[src/common/ctxmgt_pkg.sv]
// qpn fields are carried 32 bits wide but only the low QPN_W bits address the table
package ctxmgt_pkg;

    // ------------------------------------------------------------------------
    // widths and plain vector types
    // ------------------------------------------------------------------------
    localparam int QPN_W_DEF = 8;       // default table index width

    typedef logic [63:0] ctx_t;         // one key context word
    typedef logic [7:0]  tag_t;         // requester tag, echoed back
    typedef logic [31:0] qpn_t;         // full queue pair number field

    // ceu opcodes, codes 0 and 3 are reserved
    typedef enum logic [1:0] {
        CEU_RSVD0   = 2'd0,
        CEU_WR_CTX  = 2'd1,             // write given context
        CEU_CLR_CTX = 2'd2,             // write zero
        CEU_RSVD3   = 2'd3
    } ceu_op_e;

    // ------------------------------------------------------------------------
    // channel payloads
    // ------------------------------------------------------------------------
    typedef struct packed {
        ceu_op_e op;
        qpn_t    qpn;
        ctx_t    ctx;
    } ceu_req_t;                        // 98 bits

    typedef struct packed {
        qpn_t    qpn;
        ceu_op_e op;
    } ceu_cpl_t;                        // one per table write

    typedef struct packed {
        tag_t tag;
        qpn_t qpn;
    } eng_cmd_t;                        // engine read command

    typedef struct packed {
        tag_t tag;
        qpn_t qpn;
        ctx_t ctx;
    } eng_rsp_t;                        // engine read response

    typedef struct packed {
        qpn_t    qpn;
        ctx_t    ctx;
        ceu_op_e op;
    } key_wr_t;                         // ceu write queue entry

    // requester slots, shared by scheduler, table and top
    localparam int NUM_REQ = 3;
    localparam int REQ_CEU = 0;
    localparam int REQ_DB  = 1;
    localparam int REQ_WP  = 2;

    // table fsm
    typedef enum logic [1:0] {
        IDLE,
        POP,
        ACCESS,
        ISSUE
    } tbl_state_e;

endpackage

[src/hdl/req_sched.sv]
// selection stays put until the table pulses receive, empties are not sampled again
`timescale 1ns/10ps

module req_sched (
    input  logic                             clk,
    input  logic                             rst,
    input  logic                             i_init_finish,
    input  logic [ctxmgt_pkg::NUM_REQ-1:0]   i_empty,
    input  logic                             i_receive,
    output logic [ctxmgt_pkg::NUM_REQ-1:0]   o_sel,
    output logic                             o_sel_valid
);

    localparam int IDX_W = $clog2(ctxmgt_pkg::NUM_REQ);

    logic [IDX_W-1:0]               last_idx;   // last granted requester
    logic [IDX_W-1:0]               nxt_idx;
    logic [ctxmgt_pkg::NUM_REQ-1:0] nxt_sel;

    // ------------------------------------------------------------------------
    // round robin pick, nearest non-empty after last grant wins
    // ------------------------------------------------------------------------
    always_comb begin
        int idx;
        nxt_sel = '0;
        nxt_idx = last_idx;
        // walk from farthest to nearest so nearest overrides
        for (int i = ctxmgt_pkg::NUM_REQ; i >= 1; i--) begin
            idx = (int'(last_idx) + i) % ctxmgt_pkg::NUM_REQ;
            if (!i_empty[idx]) begin
                nxt_sel      = '0;
                nxt_sel[idx] = 1'b1;
                nxt_idx      = IDX_W'(idx);
            end
        end
    end

    // ------------------------------------------------------------------------
    // held selection
    // ------------------------------------------------------------------------
    always_ff @(posedge clk or posedge rst) begin
        if (rst) begin
            o_sel       <= '0;
            o_sel_valid <= 1'b0;
            last_idx    <= IDX_W'(ctxmgt_pkg::REQ_WP);  // ceu goes first
        end else if (o_sel_valid) begin
            if (i_receive) begin
                o_sel_valid <= 1'b0;   // repick next cycle on fresh empties
            end
        end else if (i_init_finish && (nxt_sel != '0)) begin
            o_sel       <= nxt_sel;
            o_sel_valid <= 1'b1;
            last_idx    <= nxt_idx;
        end
    end

    a_sel_onehot: assert property (@(posedge clk) disable iff (rst)
        o_sel_valid |-> $onehot(o_sel))
        else $error("scheduler selection is not one-hot");

endmodule

[config.mk]
export PLATFORM = sky130hd
export DESIGN_NAME = req_sched
export DESIGN_NICKNAME = d
export VERILOG_FILES = /design/src/common/ctxmgt_pkg.sv /design/src/hdl/req_sched.sv
export SDC_FILE = /design/constraint.sdc
export NUM_CORES = 1
export LEC_CHECK = 0
export BUFFER_PORTS_ARGS = -buffer_cell sky130_fd_sc_hd__buf_4
export CAP_MARGIN = 20
export CORE_AREA = 2 2 39 41
export DETAILED_ROUTE_END_ITERATION = 10
export DIE_AREA = 0 0 41 43
export PLACE_DENSITY_LB_ADDON = 0.12
export SYNTH_ARGS = -nofsm -noshare
export SYNTH_HDL_FRONTEND = slang
export SYNTH_SLANG_ARGS = --single-unit
[constraint.sdc]
create_clock -name clk -period 2.7 [get_ports clk]
set_input_delay 0.135 -clock clk [delete_from_list [all_inputs] [get_ports clk]]
set_output_delay 0.135 -clock clk [all_outputs]
set_load 0.01 [all_outputs]
## Word level (Yosys, flattened, before mapping)

Cells that the tools add are included.
W data, S select, Z words.

| storage, ports and cells | value |
|---|---|
| input port bits | 7 |
| word-level logic and storage cells | 48 |
| register bits after elaboration | 6 |
| output and inout port bits | 4 |

| operators by class | value |
|---|---|
| reduce and logical (&&, ||, !) cells | 7 |
| $lt $le $gt $ge | 6 |
| multiplexer cells | 24 |
| bitwise gates (word level) | 1 |
| divide/modulo/power cells | 3 |
| add/subtract/negate cells | 3 |
| equal/unequal tests | 1 |

Operators by type and width:

| kind | count |
|---|---|
| $ge A32 B1 Y1 const B | 3 |
| $lt A32 B4 Y1 const B | 3 |
| $mod A32 B3 Y32 const B | 3 |
| $mux W1 | 12 |
| $mux W3 | 3 |
| $add A2 B2 Y3 const B | 2 |
| $bmux W1 S2 | 3 |
| $demux W1 S2 | 3 |
| $mux W2 | 3 |
| $logic_and A1 B1 Y1 | 4 |
| $add A2 B1 Y3 const B | 1 |
| $ne A3 B3 Y1 const B | 1 |
| $reduce_and A3 Y1 | 1 |
| $reduce_bool A3 Y1 | 1 |
| $reduce_and A2 Y1 | 1 |
| $not A1 Y1 | 1 |

## Logic depth before layout (Yosys ltp)

| depth | value |
|---|---|
| depth in word-level cells | 13 |
| depth in mapped cells | 9 |

## Worst setup path after synthesis

No wires, ideal clock.

| timing path | value |
|---|---|
| kind | register to register |
| start | reg last_idx[1] |
| end | reg last_idx[1] |
| required time | 2618 ps |
| path buffers | 0 |
| cell stages (with the launch flop) | 9 |
| arrival time | 2021 ps |
| path slack | 596 ps |
| cell sequence | dfstp_2 -> inv_1 -> ha_1 -> mux2i_1 -> o21ai_0 -> a31oi_2 -> a21oi_2 -> a21oi_2 -> mux2_4 |

| on the way | value |
|---|---|
| cells in the longest elaborated chain, start to end | 12 |

Ends and longest elaborated chain:

| item | RTL line | source |
|---|---|---|
| start, declared | req_sched.sv:16 | `logic [IDX_W-1:0] last_idx;` |
| start signal, assigned | req_sched.sv:45 | `last_idx <= IDX_W'(ctxmgt_pkg::REQ_WP);` |
| start signal, assigned | req_sched.sv:53 | `last_idx <= nxt_idx;` |
| $add A2 B2 Y3 | req_sched.sv:29 | `idx = (int'(last_idx) + i) % ctxmgt_pkg::NUM_REQ;` |
| $mod A32 B3 Y32 | req_sched.sv:29 |  |
| $ge A32 B1 Y1 (not written as such) or $lt A32 B4 Y1 (tied branches) | req_sched.sv:32 | `nxt_sel[idx] = 1'b1;` |
| $logic_and A1 B1 Y1 (not written as such) | req_sched.sv:32 |  |
| $mux W1 (not written as such) | req_sched.sv:32 |  |
| $demux W1 S2 | req_sched.sv:32 |  |
| $mux W3 (3 in series) | req_sched.sv:30 | `if (!i_empty[idx]) begin` |
| $reduce_bool A3 Y1 | req_sched.sv:50 | `end else if (i_init_finish && (nxt_sel != '0)) begin` |
| $logic_and A1 B1 Y1 | req_sched.sv:50 |  |
| $reduce_and A3 Y1 (no line) | - |  |

Parallel ways exist; a longest one is shown, timed or not. The select of a mux whose other input is x is not followed.
A chain may end at the register's enable or synchronous reset.

## Worst setup path in the final report

Same ends and word-level chain as after synthesis.

==> results.md <==
- Vias in the first global route: 511
- DR pass1 iterations: 3
- WP buf/inv: 1
- Leakage: 0.3305 nW
- RD Place Congestion: 0.6951
- Clk pwr share: 8.6%
- Layout area overhead: 21.92%
- Status: completed
- WS Path Type: register to register
- Peak Freq: 0.4200 GHz
- Routed wire length: 1.240 mm
- Ys flop type: dfrtp_1
- Core Util, Final: 52.80%
- Diodes inserted: 0
- ANT nets after route: 0
- Layout Nets: 93
- Root buffer cell: clkbuf_4
- Sink Count: 6
- Unrepaired setup endpoints after global routing: no
- Max_cap viols: 0
- Worst r2r src: last_idx[1]$_DFFE_PP1P_
- Critical path's slowest cell: dfstp_2
- Final Max Tran Viols: 0
- Crit path launch: last_idx[1]$_DFFE_PP1P_
- Via density: 5.557
- Worst path most repeated cell: a21oi_2
- Sequential fraction of the synthesis area: 25.26%
- Psw: 0.4995 mW
- Share of cells above drive strength 1: 30.86%
- CTS tree: yes
- Hold Startpoint: i_receive
- Placeable Area: 0.001384 mm²
- Post-CTS setup buffer count: 0
- Syn avg cell area: 9.081 µm²
- Number of fill cells: 135
- Crit path time final: 2.381 ns
- DR iter-0 viols: 14
- Initial Util: 43.31%
- Worst Path Max Fanout: 6
- Global-route wire length before repair: 2.139 mm
- Port bufs: 10
- Slew headroom: 71.90%
- Flop pwr share: 16.6%
- Async set-or-reset flop fraction in the synthesized netlist: 100.0%
- Syn nets: 77
- Unique masters post-synth: 30
- Worst-path clk slew: 0.05 ns
- Setup violators final: 0
- Post-synthesis cell area: 599.3 µm²
- Skew-Pair Late Insertion Delay: 0.25 ns
- Worst path required time: 2.87 ns
- Setup TNS: 0 ns
- Int Power: 0.5654 mW
- Final worst path period share: 88.18%
- Largest net degree at the start of global routing: 14
- Crit-path leading delay family: compound AO/OA/AOI/OAI gates
- Die height: 43 µm
- CP cell instances: inv_1, ha_1, mux2i_1, o21ai_0, a31oi_2, a21oi_2, a21oi_2, mux2_4
- Post-Syn Instances: 66
- Switching power share of the total: 46.91%
- Max stage delay on crit path: 0.55 ns
- Via count: 539
- Grt total ovfl: 0
- Worst Setup End Kind: register
- Post-DP HPWL: 954.1 µm
- TritonCTS Buffers: 3
- Peak supply drop: 0.6971 mV
- Final worst clock skew: 0.01078 ns
- Final Hold Fails: 0
- Drt wl/cell: 12.78 µm
- Die width: 41 µm
- DRC: 0
- H-Tree Level Count: 1
- Ports: 11
- #FFs+latches synth: 6
- PwrDens: 1457 mW/mm²
- DIE AREA: 0.001763 mm²
- Hold Path Class: input pin to register
- Slew @ Worst Pin: 0.4097 ns
- CP startpoint kind: register
- Combinational share of power: 74.8%
- Placement row count: 14
- Initial antenna violation count: 0
- Post-synth EDFFs: 0
- Crit path DAT: 2.55 ns
- Yosys warns: 0
- CTS Buffer Depth: 2
- Total GRT Usage: 17.73%
power by group through the flow:
stage          sequential, mW  clock [mW]  combinational [mW]
2_1_floorplan           0.186           0               0.614
3_3_place_gp            0.177           0               0.799
3_5_place_dp            0.178           0               0.792
4_1_cts                 0.178      0.0963               0.800
5_1_grt                 0.185       0.101               0.888
6_report                0.176      0.0921               0.796
Yosys cell counts (2+ instances only):
cell type | count | area share [%]
a21oi_2 | 3 | 4.4
o211ai_1 | 2 | 2.5
ha_1 | 4 | 8.4
a21oi_1 | 2 | 1.7
dfrtp_1 | 5 | 21
inv_1 | 8 | 5.0
mux2i_1 | 4 | 6.7
o22ai_1 | 2 | 2.1
nor2b_1 | 3 | 3.1
nand3b_1 | 3 | 3.8
o21a_1 | 2 | 2.5
nand2b_1 | 2 | 2.1
nand2_1 | 4 | 2.5
o21ai_0 | 6 | 5.0
metal layers:
metal / global-route usage, % / share of wire [%]
met1: 21.85 / 46
met2: 28.44 / 49
met3: 3.141 / 3.5
met4: 8.000 / 1.7
met5: 0 / 0
layout by cell type, fill, tap and decap left out, drive strengths merged, types with 2 or more instances in the layout:
cell and instances:
buf 11, inv 8, o21ai 7, dfrtp 5, a21oi 5, mux2i 4, nand2 4, ha 4
clkbuf 4, nand3b 3, nor2b 3, o22ai 3, o21a 2, o211ai 2, nand2b 2, a21o 2
final cells by class:
type	count	area [µm²]	area share (%)
well taps	16	20.02	2.740
repair buffers	12	92.59	12.67
flip-flops and latches	6	151.4	20.72
inverters	8	30.03	4.110
multi-input cells	51	410.4	56.16
clock buffers	4	26.28	3.596
path summary, 6_finish.rpt:
check                                               end  cells past startpoint  slack [ns]
worst max-delay path            last_idx[1]$_DFFE_PP1P_                      8        0.32
worst min-delay path              o_sel_valid$_DFF_PP0_                      3        0.17
worst max register to register  last_idx[1]$_DFFE_PP1P_                      8        0.32
worst min register to register     o_sel[0]$_DFFE_PP0P_                      1        0.50
max in group asynchronous       last_idx[1]$_DFFE_PP1P_                      3        2.07
min in group asynchronous         o_sel_valid$_DFF_PP0_                      3        0.36
cells by family after synthesis:
logic type                 count (synthesis)  share of synthesized area [%]
DFF                                        6                          25.26
adders and majority gates                  4                          8.351
AOI/OAI and AO/OA                         29                          37.58
and+or+nand+nor                           13                          13.36
muxes                                      5                          9.185
buffers and inverters                      9                          6.264
registers in the layout (all words and copies together) (netlist names):
name / cells
o_sel: 3
last_idx: 2
o_sel_valid: 1
tightest hold or removal path: stages:
cell and delay, ns:
buf_4 0.10, inv_1 0.04, a21o_2 0.11
repair_timing:
item,4_1_cts,5_1_grt
hold endpoints to repair,5,0
resized for setup,0,0
hold buffers,1,0
per-stage QoR:
step	hold WS (ns)	instance area [µm²]	total power, mW	instances	worst slack, ns
5_1_grt	0.1680	730.7	1.174	97	0.1453
6_report	0.1672	730.7	1.065	97	0.3191
3_3_place_gp	0.06848	694.4	0.9753	92	0.3831
3_5_place_dp	0.06897	694.4	0.9703	92	0.3213
4_1_cts	0.1644	730.7	1.074	97	0.3111
2_1_floorplan	-0.07477	599.3	0.8005	66	0.5963
Note: power is estimated with default switching activity, not from simulation.
