===== src/common/ctxmgt_pkg.sv =====
// qpn fields are carried 32 bits wide but only the low QPN_W bits address the table
package ctxmgt_pkg;

    // ------------------------------------------------------------------------
    // widths and plain vector types
    // ------------------------------------------------------------------------
    localparam int QPN_W_DEF = 8;       // default table index width

    typedef logic [63:0] ctx_t;         // one key context word
    typedef logic [7:0]  tag_t;         // requester tag, echoed back
    typedef logic [31:0] qpn_t;         // full queue pair number field

    // ceu opcodes, codes 0 and 3 are reserved
    typedef enum logic [1:0] {
        CEU_RSVD0   = 2'd0,
        CEU_WR_CTX  = 2'd1,             // write given context
        CEU_CLR_CTX = 2'd2,             // write zero
        CEU_RSVD3   = 2'd3
    } ceu_op_e;

    // ------------------------------------------------------------------------
    // channel payloads
    // ------------------------------------------------------------------------
    typedef struct packed {
        ceu_op_e op;
        qpn_t    qpn;
        ctx_t    ctx;
    } ceu_req_t;                        // 98 bits

    typedef struct packed {
        qpn_t    qpn;
        ceu_op_e op;
    } ceu_cpl_t;                        // one per table write

    typedef struct packed {
        tag_t tag;
        qpn_t qpn;
    } eng_cmd_t;                        // engine read command

    typedef struct packed {
        tag_t tag;
        qpn_t qpn;
        ctx_t ctx;
    } eng_rsp_t;                        // engine read response

    typedef struct packed {
        qpn_t    qpn;
        ctx_t    ctx;
        ceu_op_e op;
    } key_wr_t;                         // ceu write queue entry

    // requester slots, shared by scheduler, table and top
    localparam int NUM_REQ = 3;
    localparam int REQ_CEU = 0;
    localparam int REQ_DB  = 1;
    localparam int REQ_WP  = 2;

    // table fsm
    typedef enum logic [1:0] {
        IDLE,
        POP,
        ACCESS,
        ISSUE
    } tbl_state_e;

endpackage


===== src/hdl/ceu_parser.sv =====
// reserved opcodes are taken off the bus and dropped, so they never get a completion
`timescale 1ns/10ps

module ceu_parser (
    input  logic                  clk,
    input  logic                  rst,
    input  logic                  i_init_finish,
    input  logic                  i_ceu_valid,
    input  ctxmgt_pkg::ceu_req_t  i_ceu_req,
    output logic                  o_ceu_ready,
    input  logic                  i_kw_rd_en,
    output logic                  o_kw_empty,
    output ctxmgt_pkg::key_wr_t   o_kw_data
);

    localparam int DEPTH = 4;
    localparam int PTR_W = 2;

    ctxmgt_pkg::key_wr_t mem [DEPTH];   // key write queue
    logic [PTR_W-1:0]    wr_ptr;
    logic [PTR_W-1:0]    rd_ptr;
    logic [PTR_W:0]      count;         // 0..DEPTH
    logic                xfer;          // bus handshake
    logic                is_key_op;     // wr or clr
    logic                push;
    ctxmgt_pkg::key_wr_t wr_entry;

    // ------------------------------------------------------------------------
    // opcode decode
    // ------------------------------------------------------------------------
    assign is_key_op = (i_ceu_req.op == ctxmgt_pkg::CEU_WR_CTX) ||
                       (i_ceu_req.op == ctxmgt_pkg::CEU_CLR_CTX);

    always_comb begin
        wr_entry.qpn = i_ceu_req.qpn;
        wr_entry.op  = i_ceu_req.op;
        // clear is turned into a zero write here, table just writes ctx
        wr_entry.ctx = (i_ceu_req.op == ctxmgt_pkg::CEU_CLR_CTX) ? '0 : i_ceu_req.ctx;
    end

    assign o_ceu_ready = i_init_finish && (count != (PTR_W+1)'(DEPTH));  // no room, no ready
    assign xfer        = i_ceu_valid && o_ceu_ready;
    assign push        = xfer && is_key_op;   // reserved codes end here

    // ------------------------------------------------------------------------
    // queue
    // ------------------------------------------------------------------------
    always_ff @(posedge clk) begin
        if (push) begin
            mem[wr_ptr] <= wr_entry;
        end
    end

    always_ff @(posedge clk or posedge rst) begin
        if (rst) begin
            wr_ptr <= '0;
            rd_ptr <= '0;
            count  <= '0;
        end else begin
            if (push) wr_ptr <= wr_ptr + 1'b1;
            if (i_kw_rd_en) rd_ptr <= rd_ptr + 1'b1;
            case ({push, i_kw_rd_en})
                2'b10:   count <= count + 1'b1;
                2'b01:   count <= count - 1'b1;
                default: count <= count;   // both or none
            endcase
        end
    end

    assign o_kw_empty = (count == '0);
    assign o_kw_data  = mem[rd_ptr];      // fall-through head

    // table pops only what the scheduler saw as non-empty
    a_no_pop_empty: assert property (@(posedge clk) disable iff (rst)
        i_kw_rd_en |-> !o_kw_empty)
        else $error("ceu key queue popped while empty");

endmodule


===== config.mk =====
export PLATFORM = sky130hd
export DESIGN_NAME = ceu_parser
export DESIGN_NICKNAME = d
export VERILOG_FILES = /design/src/common/ctxmgt_pkg.sv /design/src/hdl/ceu_parser.sv
export SDC_FILE = /design/constraint.sdc
export NUM_CORES = 1
export LEC_CHECK = 0
export ABC_AREA = 0
export BUFFER_PORTS_ARGS = -buffer_cell sky130_fd_sc_hd__buf_2
export CORE_AREA = 2 2 198 200
export DETAILED_ROUTE_END_ITERATION = 7
export DIE_AREA = 0 0 200 202
export SLEW_MARGIN = 5
export SYNTH_ARGS = -nofsm -noshare
export SYNTH_HDL_FRONTEND = slang
export SYNTH_SLANG_ARGS = --single-unit

===== constraint.sdc =====
create_clock -name clk -period 5.9 [get_ports clk]
set_clock_uncertainty 0.05 [all_clocks]
set_input_delay 0.59 -clock clk [delete_from_list [all_inputs] [get_ports clk]]
set_output_delay 0.59 -clock clk [all_outputs]
set_load 0.02 [all_outputs]

== Word level (Yosys, flattened, before mapping) ==
Memories as Yosys holds them, arrays and structs flattened.
Index checks and enable logic that the tools add are counted.

* Muxes and demuxes: 4
* $add $sub $neg: 4
* Reduce and logical (&&, ||, !) cells: 6
* Equal/unequal tests: 5

{| class="wikitable"
|+ Operator list
! kind !! number
|-
| $mux 64 || 1
|-
| $pmux 3 s2 || 1
|-
| $add 2x1->2 const B || 2
|-
| $eq 2x1->1 const B || 2
|-
| $eq 2x2->1 const B || 2
|-
| $add 3x1->3 const B || 1
|-
| $logic_and 1x1->1 || 3
|-
| $logic_not 3->1 || 1
|-
| $ne 3x3->1 const B || 1
|-
| $sub 3x1->3 const B || 1
|-
| $mux 1 || 2
|-
| $reduce_bool 2->1 || 1
|-
| $logic_or 1x1->1 || 1
|}

* Flip-flop bits (word level): 7
* Word-level logic and storage cells: 23
* Memories kept: 1
* Memory bits (writable): 392
* Output and inout bits: 100
* Input port bits: 103

{| class="wikitable"
|+ Memories
! name !! depth !! width !! read ports !! clocked after memory_dff !! write ports !! line !! text
|-
| mem || 4 || 98 || 1 || 0 || 1 || ceu_parser.sv:19 || <nowiki>ctxmgt_pkg::key_wr_t mem [DEPTH];</nowiki>
|}

== Logic depth before layout (Yosys ltp) ==
Gate-level depths: netlist (run 1).

* Depth in word-level cells: 6
* Depth in mapped cells: 10
* Depth with buffers taken out: 10

== Worst setup path before layout (run 1) ==
Ideal clock, no wire load.

* Path type: input -> register
* Start: input port i_ceu_req[96] in the netlist's numbering
* End: memory mem[0][0] in the netlist's numbering, enable pin
* Setup slack: 1868 ps
* Arrival time: 3514 ps
* Stages on the path: 4
* Path through: inv_1 ha_1 a211oi_4 and2_1

* Word-level cells in the longest chain between the ends: 5
* Elaborated cells on any way between the ends: 6

{| class="wikitable"
|+ RTL lines
! what !! line !! text
|-
| start, declared || ceu_parser.sv:9 || <nowiki>input ctxmgt_pkg::ceu_req_t i_ceu_req,</nowiki>
|-
| $eq 2x1->1 or $eq 2x2->1 (tied branches) || ceu_parser.sv:31, ceu_parser.sv:32 ||
|-
| $logic_or 1x1->1 (*) || ceu_parser.sv:31 || <nowiki>assign is_key_op = (i_ceu_req.op == ctxmgt_pkg::CEU_WR_CTX) ||</nowiki>
|-
| $logic_and 1x1->1 (*) || ceu_parser.sv:43 || <nowiki>assign push = xfer && is_key_op;</nowiki>
|-
| $mux 1 (*) || ceu_parser.sv:49 || <nowiki>if (push) begin</nowiki>
|-
| $mux 1 (implied by the code) (*) || ceu_parser.sv:50 || <nowiki>mem[wr_ptr] <= wr_entry;</nowiki>
|-
| end, declared || ceu_parser.sv:19 ||
|}

Mark *: on every way between the ends. The rest lies on a longest branch, timed or not.

==> results of run 1 <==
-- report_power, final --
group          switching, µW  total, µW  internal, µW
combinational           1260       2220           952
clock                   1070       2540          1470
sequential               174       3490          3320
-- stage by stage --
stage,std cells,utilization [%],setup slack (ns),total power [µW]
CTS,1404,46.9,2.16,8400
global placement,1327,43.4,2.69,5830
detailed placement,1327,43.4,2.62,5840
floorplan,624,-,1.87,5230
finish,1405,46.9,2.30,8250
global route,1405,46.9,2.05,8620
-- routing by layer --
metal | global-route usage, % | routed length (µm) | up-vias
li1 | - | - | 3042
met1 | 19.4 | 12600 | 3605
met2 | 24.8 | 14900 | 181
met3 | 3.10 | 1520 | 50
met4 | 5.71 | 699 | 0
met5 | 0 | 0 | -
-- critical path: cells and delay by family, from the launching register on --
family / cells / cell delay [ns]
buf+inv: 2 / 0.64
flops: 1 / 1.06
mux: 1 / 0.61
-- registers in the layout (all words and copies together) (netlist names) --
register,flops
mem,392
rd_ptr,2
wr_ptr,2
count,3
-- synth_stat cells --
cell type,n
a211oi_4,1
a21boi_0,1
and2_1,4
buf_12,10
buf_2,10
buf_4,1
buf_6,1
clkbuf_1,7
dfrtp_1,7
edfxtp_1,392
fa_1,1
ha_1,6
inv_1,8
mux2_1,1
mux2i_1,1
mux4_2,98
nand2_1,2
nor2_1,1
nor2_2,1
nor2b_1,64
nor3_1,1
xnor2_1,3
xor2_1,3
-- timing repair --
action	in CTS	in global routing
hold buffers	1	0
endpoints found under the hold margin	7	0
gates resized for setup	0	0
endpoints found under the setup margin	0	0
-- final cells by class --
class,instances,area [µm²]
Antenna cell,1,2.50
Clock buffer,50,1100
Clock inverter,26,225
Fill cell,3249,20300
Inverter,8,30.0
Multi-Input combinational cell,188,2860
Sequential cell,399,12000
Tap cell,518,648
Timing Repair Buffer,215,1120
-- cell families (layout without fill, tap and decap cells) --
family,after synthesis,count (layout),share of synthesized area [%]
flip-flops,399,399,79.0
buffers and inverters,37,299,2.15
adder cells (fa/ha/maj),7,7,0.629
XOR/XNOR,6,6,0.348
AO/OA/AOI/OAI,2,2,0.182
multiplexers,100,100,14.7
other,0,1,0
AND/OR/NAND/NOR,73,73,2.96
-- worst paths after layout --
path,slack [ns],startpoint,depth (start not counted),to
setup / recovery,2.30,rd_ptr[0],3,o_kw_data[33]
hold / removal,0.20,i_ceu_req[81],1,mem[3][83]
setup reg to reg,3.21,count[0],4,mem[3][17]
hold reg to reg,0.49,count[0],1,count[0]
max in group asynchronous,5.11,rst,3,rd_ptr[0]
min in group asynchronous,0.45,rst,3,wr_ptr[0]
==> results.cfg, run 1 <==
[sta]
max-slew-margin-rel_pct = 33.9
hold_ws_ns = 0.198
rsz0062_at_grt = false
period_share_pct = 61.0
tns_ns = 0
clock.fmax_ghz = 0.278
drv_slew = 0
hold_violations = 0
period_needed_ns = 3.60
setup_viol = 0
worst_slew_pin_slew_ns = 0.992

[clocking]
cts_setup_buffers = 0
cts_buffers = 43
clk_pin_slew_ns = 0.06
cts.path.max_buffers = 3
cts_sinks = 399
clk_latency_ns = 0.55
cts.htree.levels = 2
root_buffer = clkbuf_16
cts_tree = done

[yosys]
ys_types = 23
yosys_warnings = 0
ys_ff_latch = 399
syn_area_mm2 = 0.0151
synth_nets = 734
synth_top_area_cell = edfxtp_1
synthTopCellsByArea = edfxtp_1 78%, mux4_2 15%, nor2b_1 2.6%, buf_12 1.3%, dfrtp_1 1.2%
synth.top_cell.area_share_pct = 77.8
synth_area_per_cell_um2 = 24.2
syn_inst = 624
yosysSeqAreaShare_pct = 79.0

[finish]
design_area_mm2 = 0.0179
layout-drive-gt1-share_pct = 43.0
final_cell_mix = 392 x edfxtp_1, 202 x buf_2, 98 x mux4_2
syn_to_final_growth_pct = 18.7
final_common_cell = edfxtp_1
finish.net_count = 965

[min_path]
hold_class = input port to flop

[global_route]
antenna_found_initial = 1
track_usage_pct = 15.0
grt_max_degree = 61
grt_pass1_vias = 7357
grt-ovfl-total = 0
grt_pass1_wl_mm = 44.3

[critical_path]
startpoint_type = flop
slowest_stage = dfrtp_4
crit_required_ns = 5.26
critPathKind = flop to output pin
crit_chain = buf_12, mux4_2, buf_2
end_kind = output pin
max_stage_delay_ns = 1.06
path_max_fanout = 55
cp.arrival_ns = 2.96

[route]
vias_per_cell = 4.90
num_vias = 6878
drc = 0
dr.pass1.iters = 4
postRouteAntennaNets = 0
routed_wl_mm = 29.7
drtIter0Drc = 337
wire_per_inst_um = 21.1

[power_and_ir_drop]
pwr_density_cell_mw_per_mm2 = 459
vdd.ir_drop.worst_mv = 0.278
p_leak_uw = 0.00609

[floorplanning]
dieArea_mm2 = 0.0404
start_util_pct = 39.5
rows = 72
die_h_um = 202
pin_count = 203
die_w_um = 200
core_mm2 = 0.0383

[placement]
port-buffer-count = 202
hpwl_mm = 17.4
placed_area_mm2 = 0.0166
gp_congestion = 0.687

[job]
max_cap_violations = 0

[outcome]
status = finished, final reports clean
(Power assumes the default switching activity.)
==> run 2: changes to the inputs <==
Settings changed: ABC_AREA 0 to 1, CORE_AREA 2 2 198 200 to 2 2 206 208, DIE_AREA 0 0 200 202 to 0 0 208 210.
Clock period 5.9 ns to 3.11 ns, I/O delays scaled along.
==> results.cfg, run 2 <==
[global_route]
grt_pass1_wl_mm = 53.3
antenna_found_initial = 2
grt_max_degree = 109
grt-ovfl-total = 0
track_usage_pct = 15.6
grt_pass1_vias = 9686

[finish]
reg_top3 = mem x392, count x3
final_cell_mix = 392 x edfxtp_1, 275 x inv_1, 207 x nand2_1
top_register = mem
num-fill-cells = 3788
finish.net_count = 1675
instances_no_fill = 2138
layout-drive-gt1-share_pct = 18.3
syn_to_final_growth_pct = 19.7
largest_reg_flops = 392
final_common_cell = edfxtp_1

[yosys]
synthTopCellsByArea = edfxtp_1 72%, inv_1 6.3%, nand2_1 4.7%, o211ai_1 4.5%, a21oi_1 3.0%
ys_ff_latch = 399
synth_nets = 1446
yosysSeqAreaShare_pct = 72.6
async_reset_ff_share_pct = 1.75
synth_area_per_cell_um2 = 12.3
ys_types = 23
synth.top_cell.area_share_pct = 71.5
synth_edf_count = 392
synth_ff_type = edfxtp_1
syn_area_mm2 = 0.0165
yosys_warnings = 0
syn_inst = 1336
synth_commonest_cells = 392 x edfxtp_1, 275 x inv_1, 207 x nand2_1, 98 x o211ai_1, 97 x a21oi_1
synth_top_area_cell = edfxtp_1
yosys.cell_count.top_type = edfxtp_1

[floorplanning]
core_mm2 = 0.0415
start_util_pct = 39.7
dieArea_mm2 = 0.0437
die_h_um = 210
die_w_um = 208
pin_count = 203
rows = 75

[clocking]
cts_tree = done
cts.path.max_buffers = 3
cts_sinks = 399
clk_latency_ns = 0.55
cts.htree.levels = 2
post_cts_resized = 0
cts_hold_buf = 37
clk_pin_slew_ns = 0.06
cts_buffers = 43
cts_setup_buffers = 0
root_buffer = clkbuf_16

[critical_path]
r2r_start = count[0]
crit_required_ns = 2.75
cp_top_family = flip-flops
cp.buffers_inverters = 2
cp-startpoint = rd_ptr[0]
cp.arrival_ns = 2.40
slowest_stage = dfrtp_4
path_max_fanout = 108
critPathKind = flop to output pin
rrSetupSlack_ns = 1.03
r2r-end = count[2]
crit_chain = buf_12, nand2_1, o211ai_1, nand2_1, buf_2
end_kind = output pin
max_stage_delay_ns = 0.82
path_common_cell = nand2_1
reg2regPathDepth = 11
startpoint_type = flop

[route]
num_vias = 10065
dr.pass1.iters = 4
routed_wl_mm = 34.2
vias_per_cell = 4.71
postRouteAntennaNets = 0
wire_per_inst_um = 16.0
drtIter0Drc = 621
drc = 0

[power_and_ir_drop]
p_total_uw = 17400
vdd.ir_drop.worst_mv = 0.610
p_leak_uw = 0.00808
pwr_density_cell_mw_per_mm2 = 881

[sta]
rsz0062_at_grt = false
worst_slew_pin_slew_ns = 0.636
period_needed_ns = 2.76
hold_violations = 0
period_share_pct = 88.6
setup_viol = 0
drv_slew = 0
fin_ws_ns = 0.353
max-slew-margin-rel_pct = 57.6
clock.fmax_ghz = 0.363
hold_ws_ns = 0.0687

[placement]
gp_congestion = 0.781
hpwl_mm = 20.3
pre_cts_ws_ns = 0.748
dp_cells = 2022
port-buffer-count = 202

[min_path]
holdPathStages = 3
hold_class = input port to flop
hold_start = i_ceu_req[58]
min_to = mem[2][60]

[outcome]
status = finished, final reports clean

[job]
max_cap_violations = 0
run 2: cell count changes after synthesis, sizes merged, moves of 2 or more:
cell / delta
a21oi: +98
buf: +45
xor2: -2
nor2b: -64
and2: -4
nand4: +3
nor2: +68
nand3: +2
inv: +267
mux4: -98
o21ai: +99
o211ai: +98
nand2: +205
run 2: logic make-up (layout without fill, tap and decap cells):
kind of cell | after synthesis | count (layout) | share of synthesized area (%)
flip-flops | 399 | 399 | 72.6
XOR/XNOR | 3 | 3 | 0.160
AO/OA/AOI/OAI | 296 | 296 | 10.5
other | 0 | 1 | 0
AND/OR/NAND/NOR | 283 | 283 | 6.52
buffers and inverters | 348 | 610 | 9.61
adder cells (fa/ha/maj) | 7 | 7 | 0.578
run 2: per-layer routing:
metal / wire [µm] / track usage (%) / vias to the layer above
li1: - / - / 4976
met1: 15700 / 21.5 / 4783
met2: 15800 / 25.1 / 255
met3: 2050 / 3.02 / 49
met4: 663 / 4.67 / 2
met5: 10 / 0 / -
run 2: worst max path at each step:
stage | to | cells after the start | slack (ns)
after global placement | mem[1][28] | 8 | 0.78
final | o_kw_data[17] | 5 | 0.35
after CTS | o_kw_data[17] | 5 | 0.30
after global routing | o_kw_data[17] | 5 | 0.16
after detailed placement | count[1] | 10 | 0.75
after floorplan | mem[0][0] | 5 | -1.00
run 2: layout make-up:
cell class              instances  area (µm²)  share of cell area (%)
clock inverters                24         263                    1.33
well taps                     539         674                    3.42
inverters                     275        1030                    5.24
repair buffers                257        1690                    8.58
flip-flops and latches        399       12000                    60.7
clock buffers                  54        1120                    5.67
diodes                          1        2.50                  0.0127
multi-input cells             589        2970                    15.1
run 2: worst register-to-register path: stages (launching register included):
cell and delay [ns]:
dfrtp_1 0.43, nor2_1 0.15, nand2_1 0.11, nand3_1 0.09
buf_4 0.20, ha_1 0.19, inv_1 0.07, fa_1 0.40
nand2_1 0.11, nand3_1 0.08, nand2_1 0.06, nand2_1 0.05
run 2: power breakdown:
group          internal, µW  switching (µW)  leakage [µW]
clock                  2980            2030      0.000678
combinational          1820            3950       0.00376
sequential             6270             292       0.00364
run 2: stage by stage:
stage | setup TNS (ns) | util (%) | cell area (µm²)
after floorplan | -393.93 | - | 16500
after global placement | 0 | 43.3 | 18000
after detailed placement | 0 | 43.3 | 18000
after CTS | 0 | 47.5 | 19700
after global routing | 0 | 47.5 | 19700
final | 0 | 47.5 | 19700
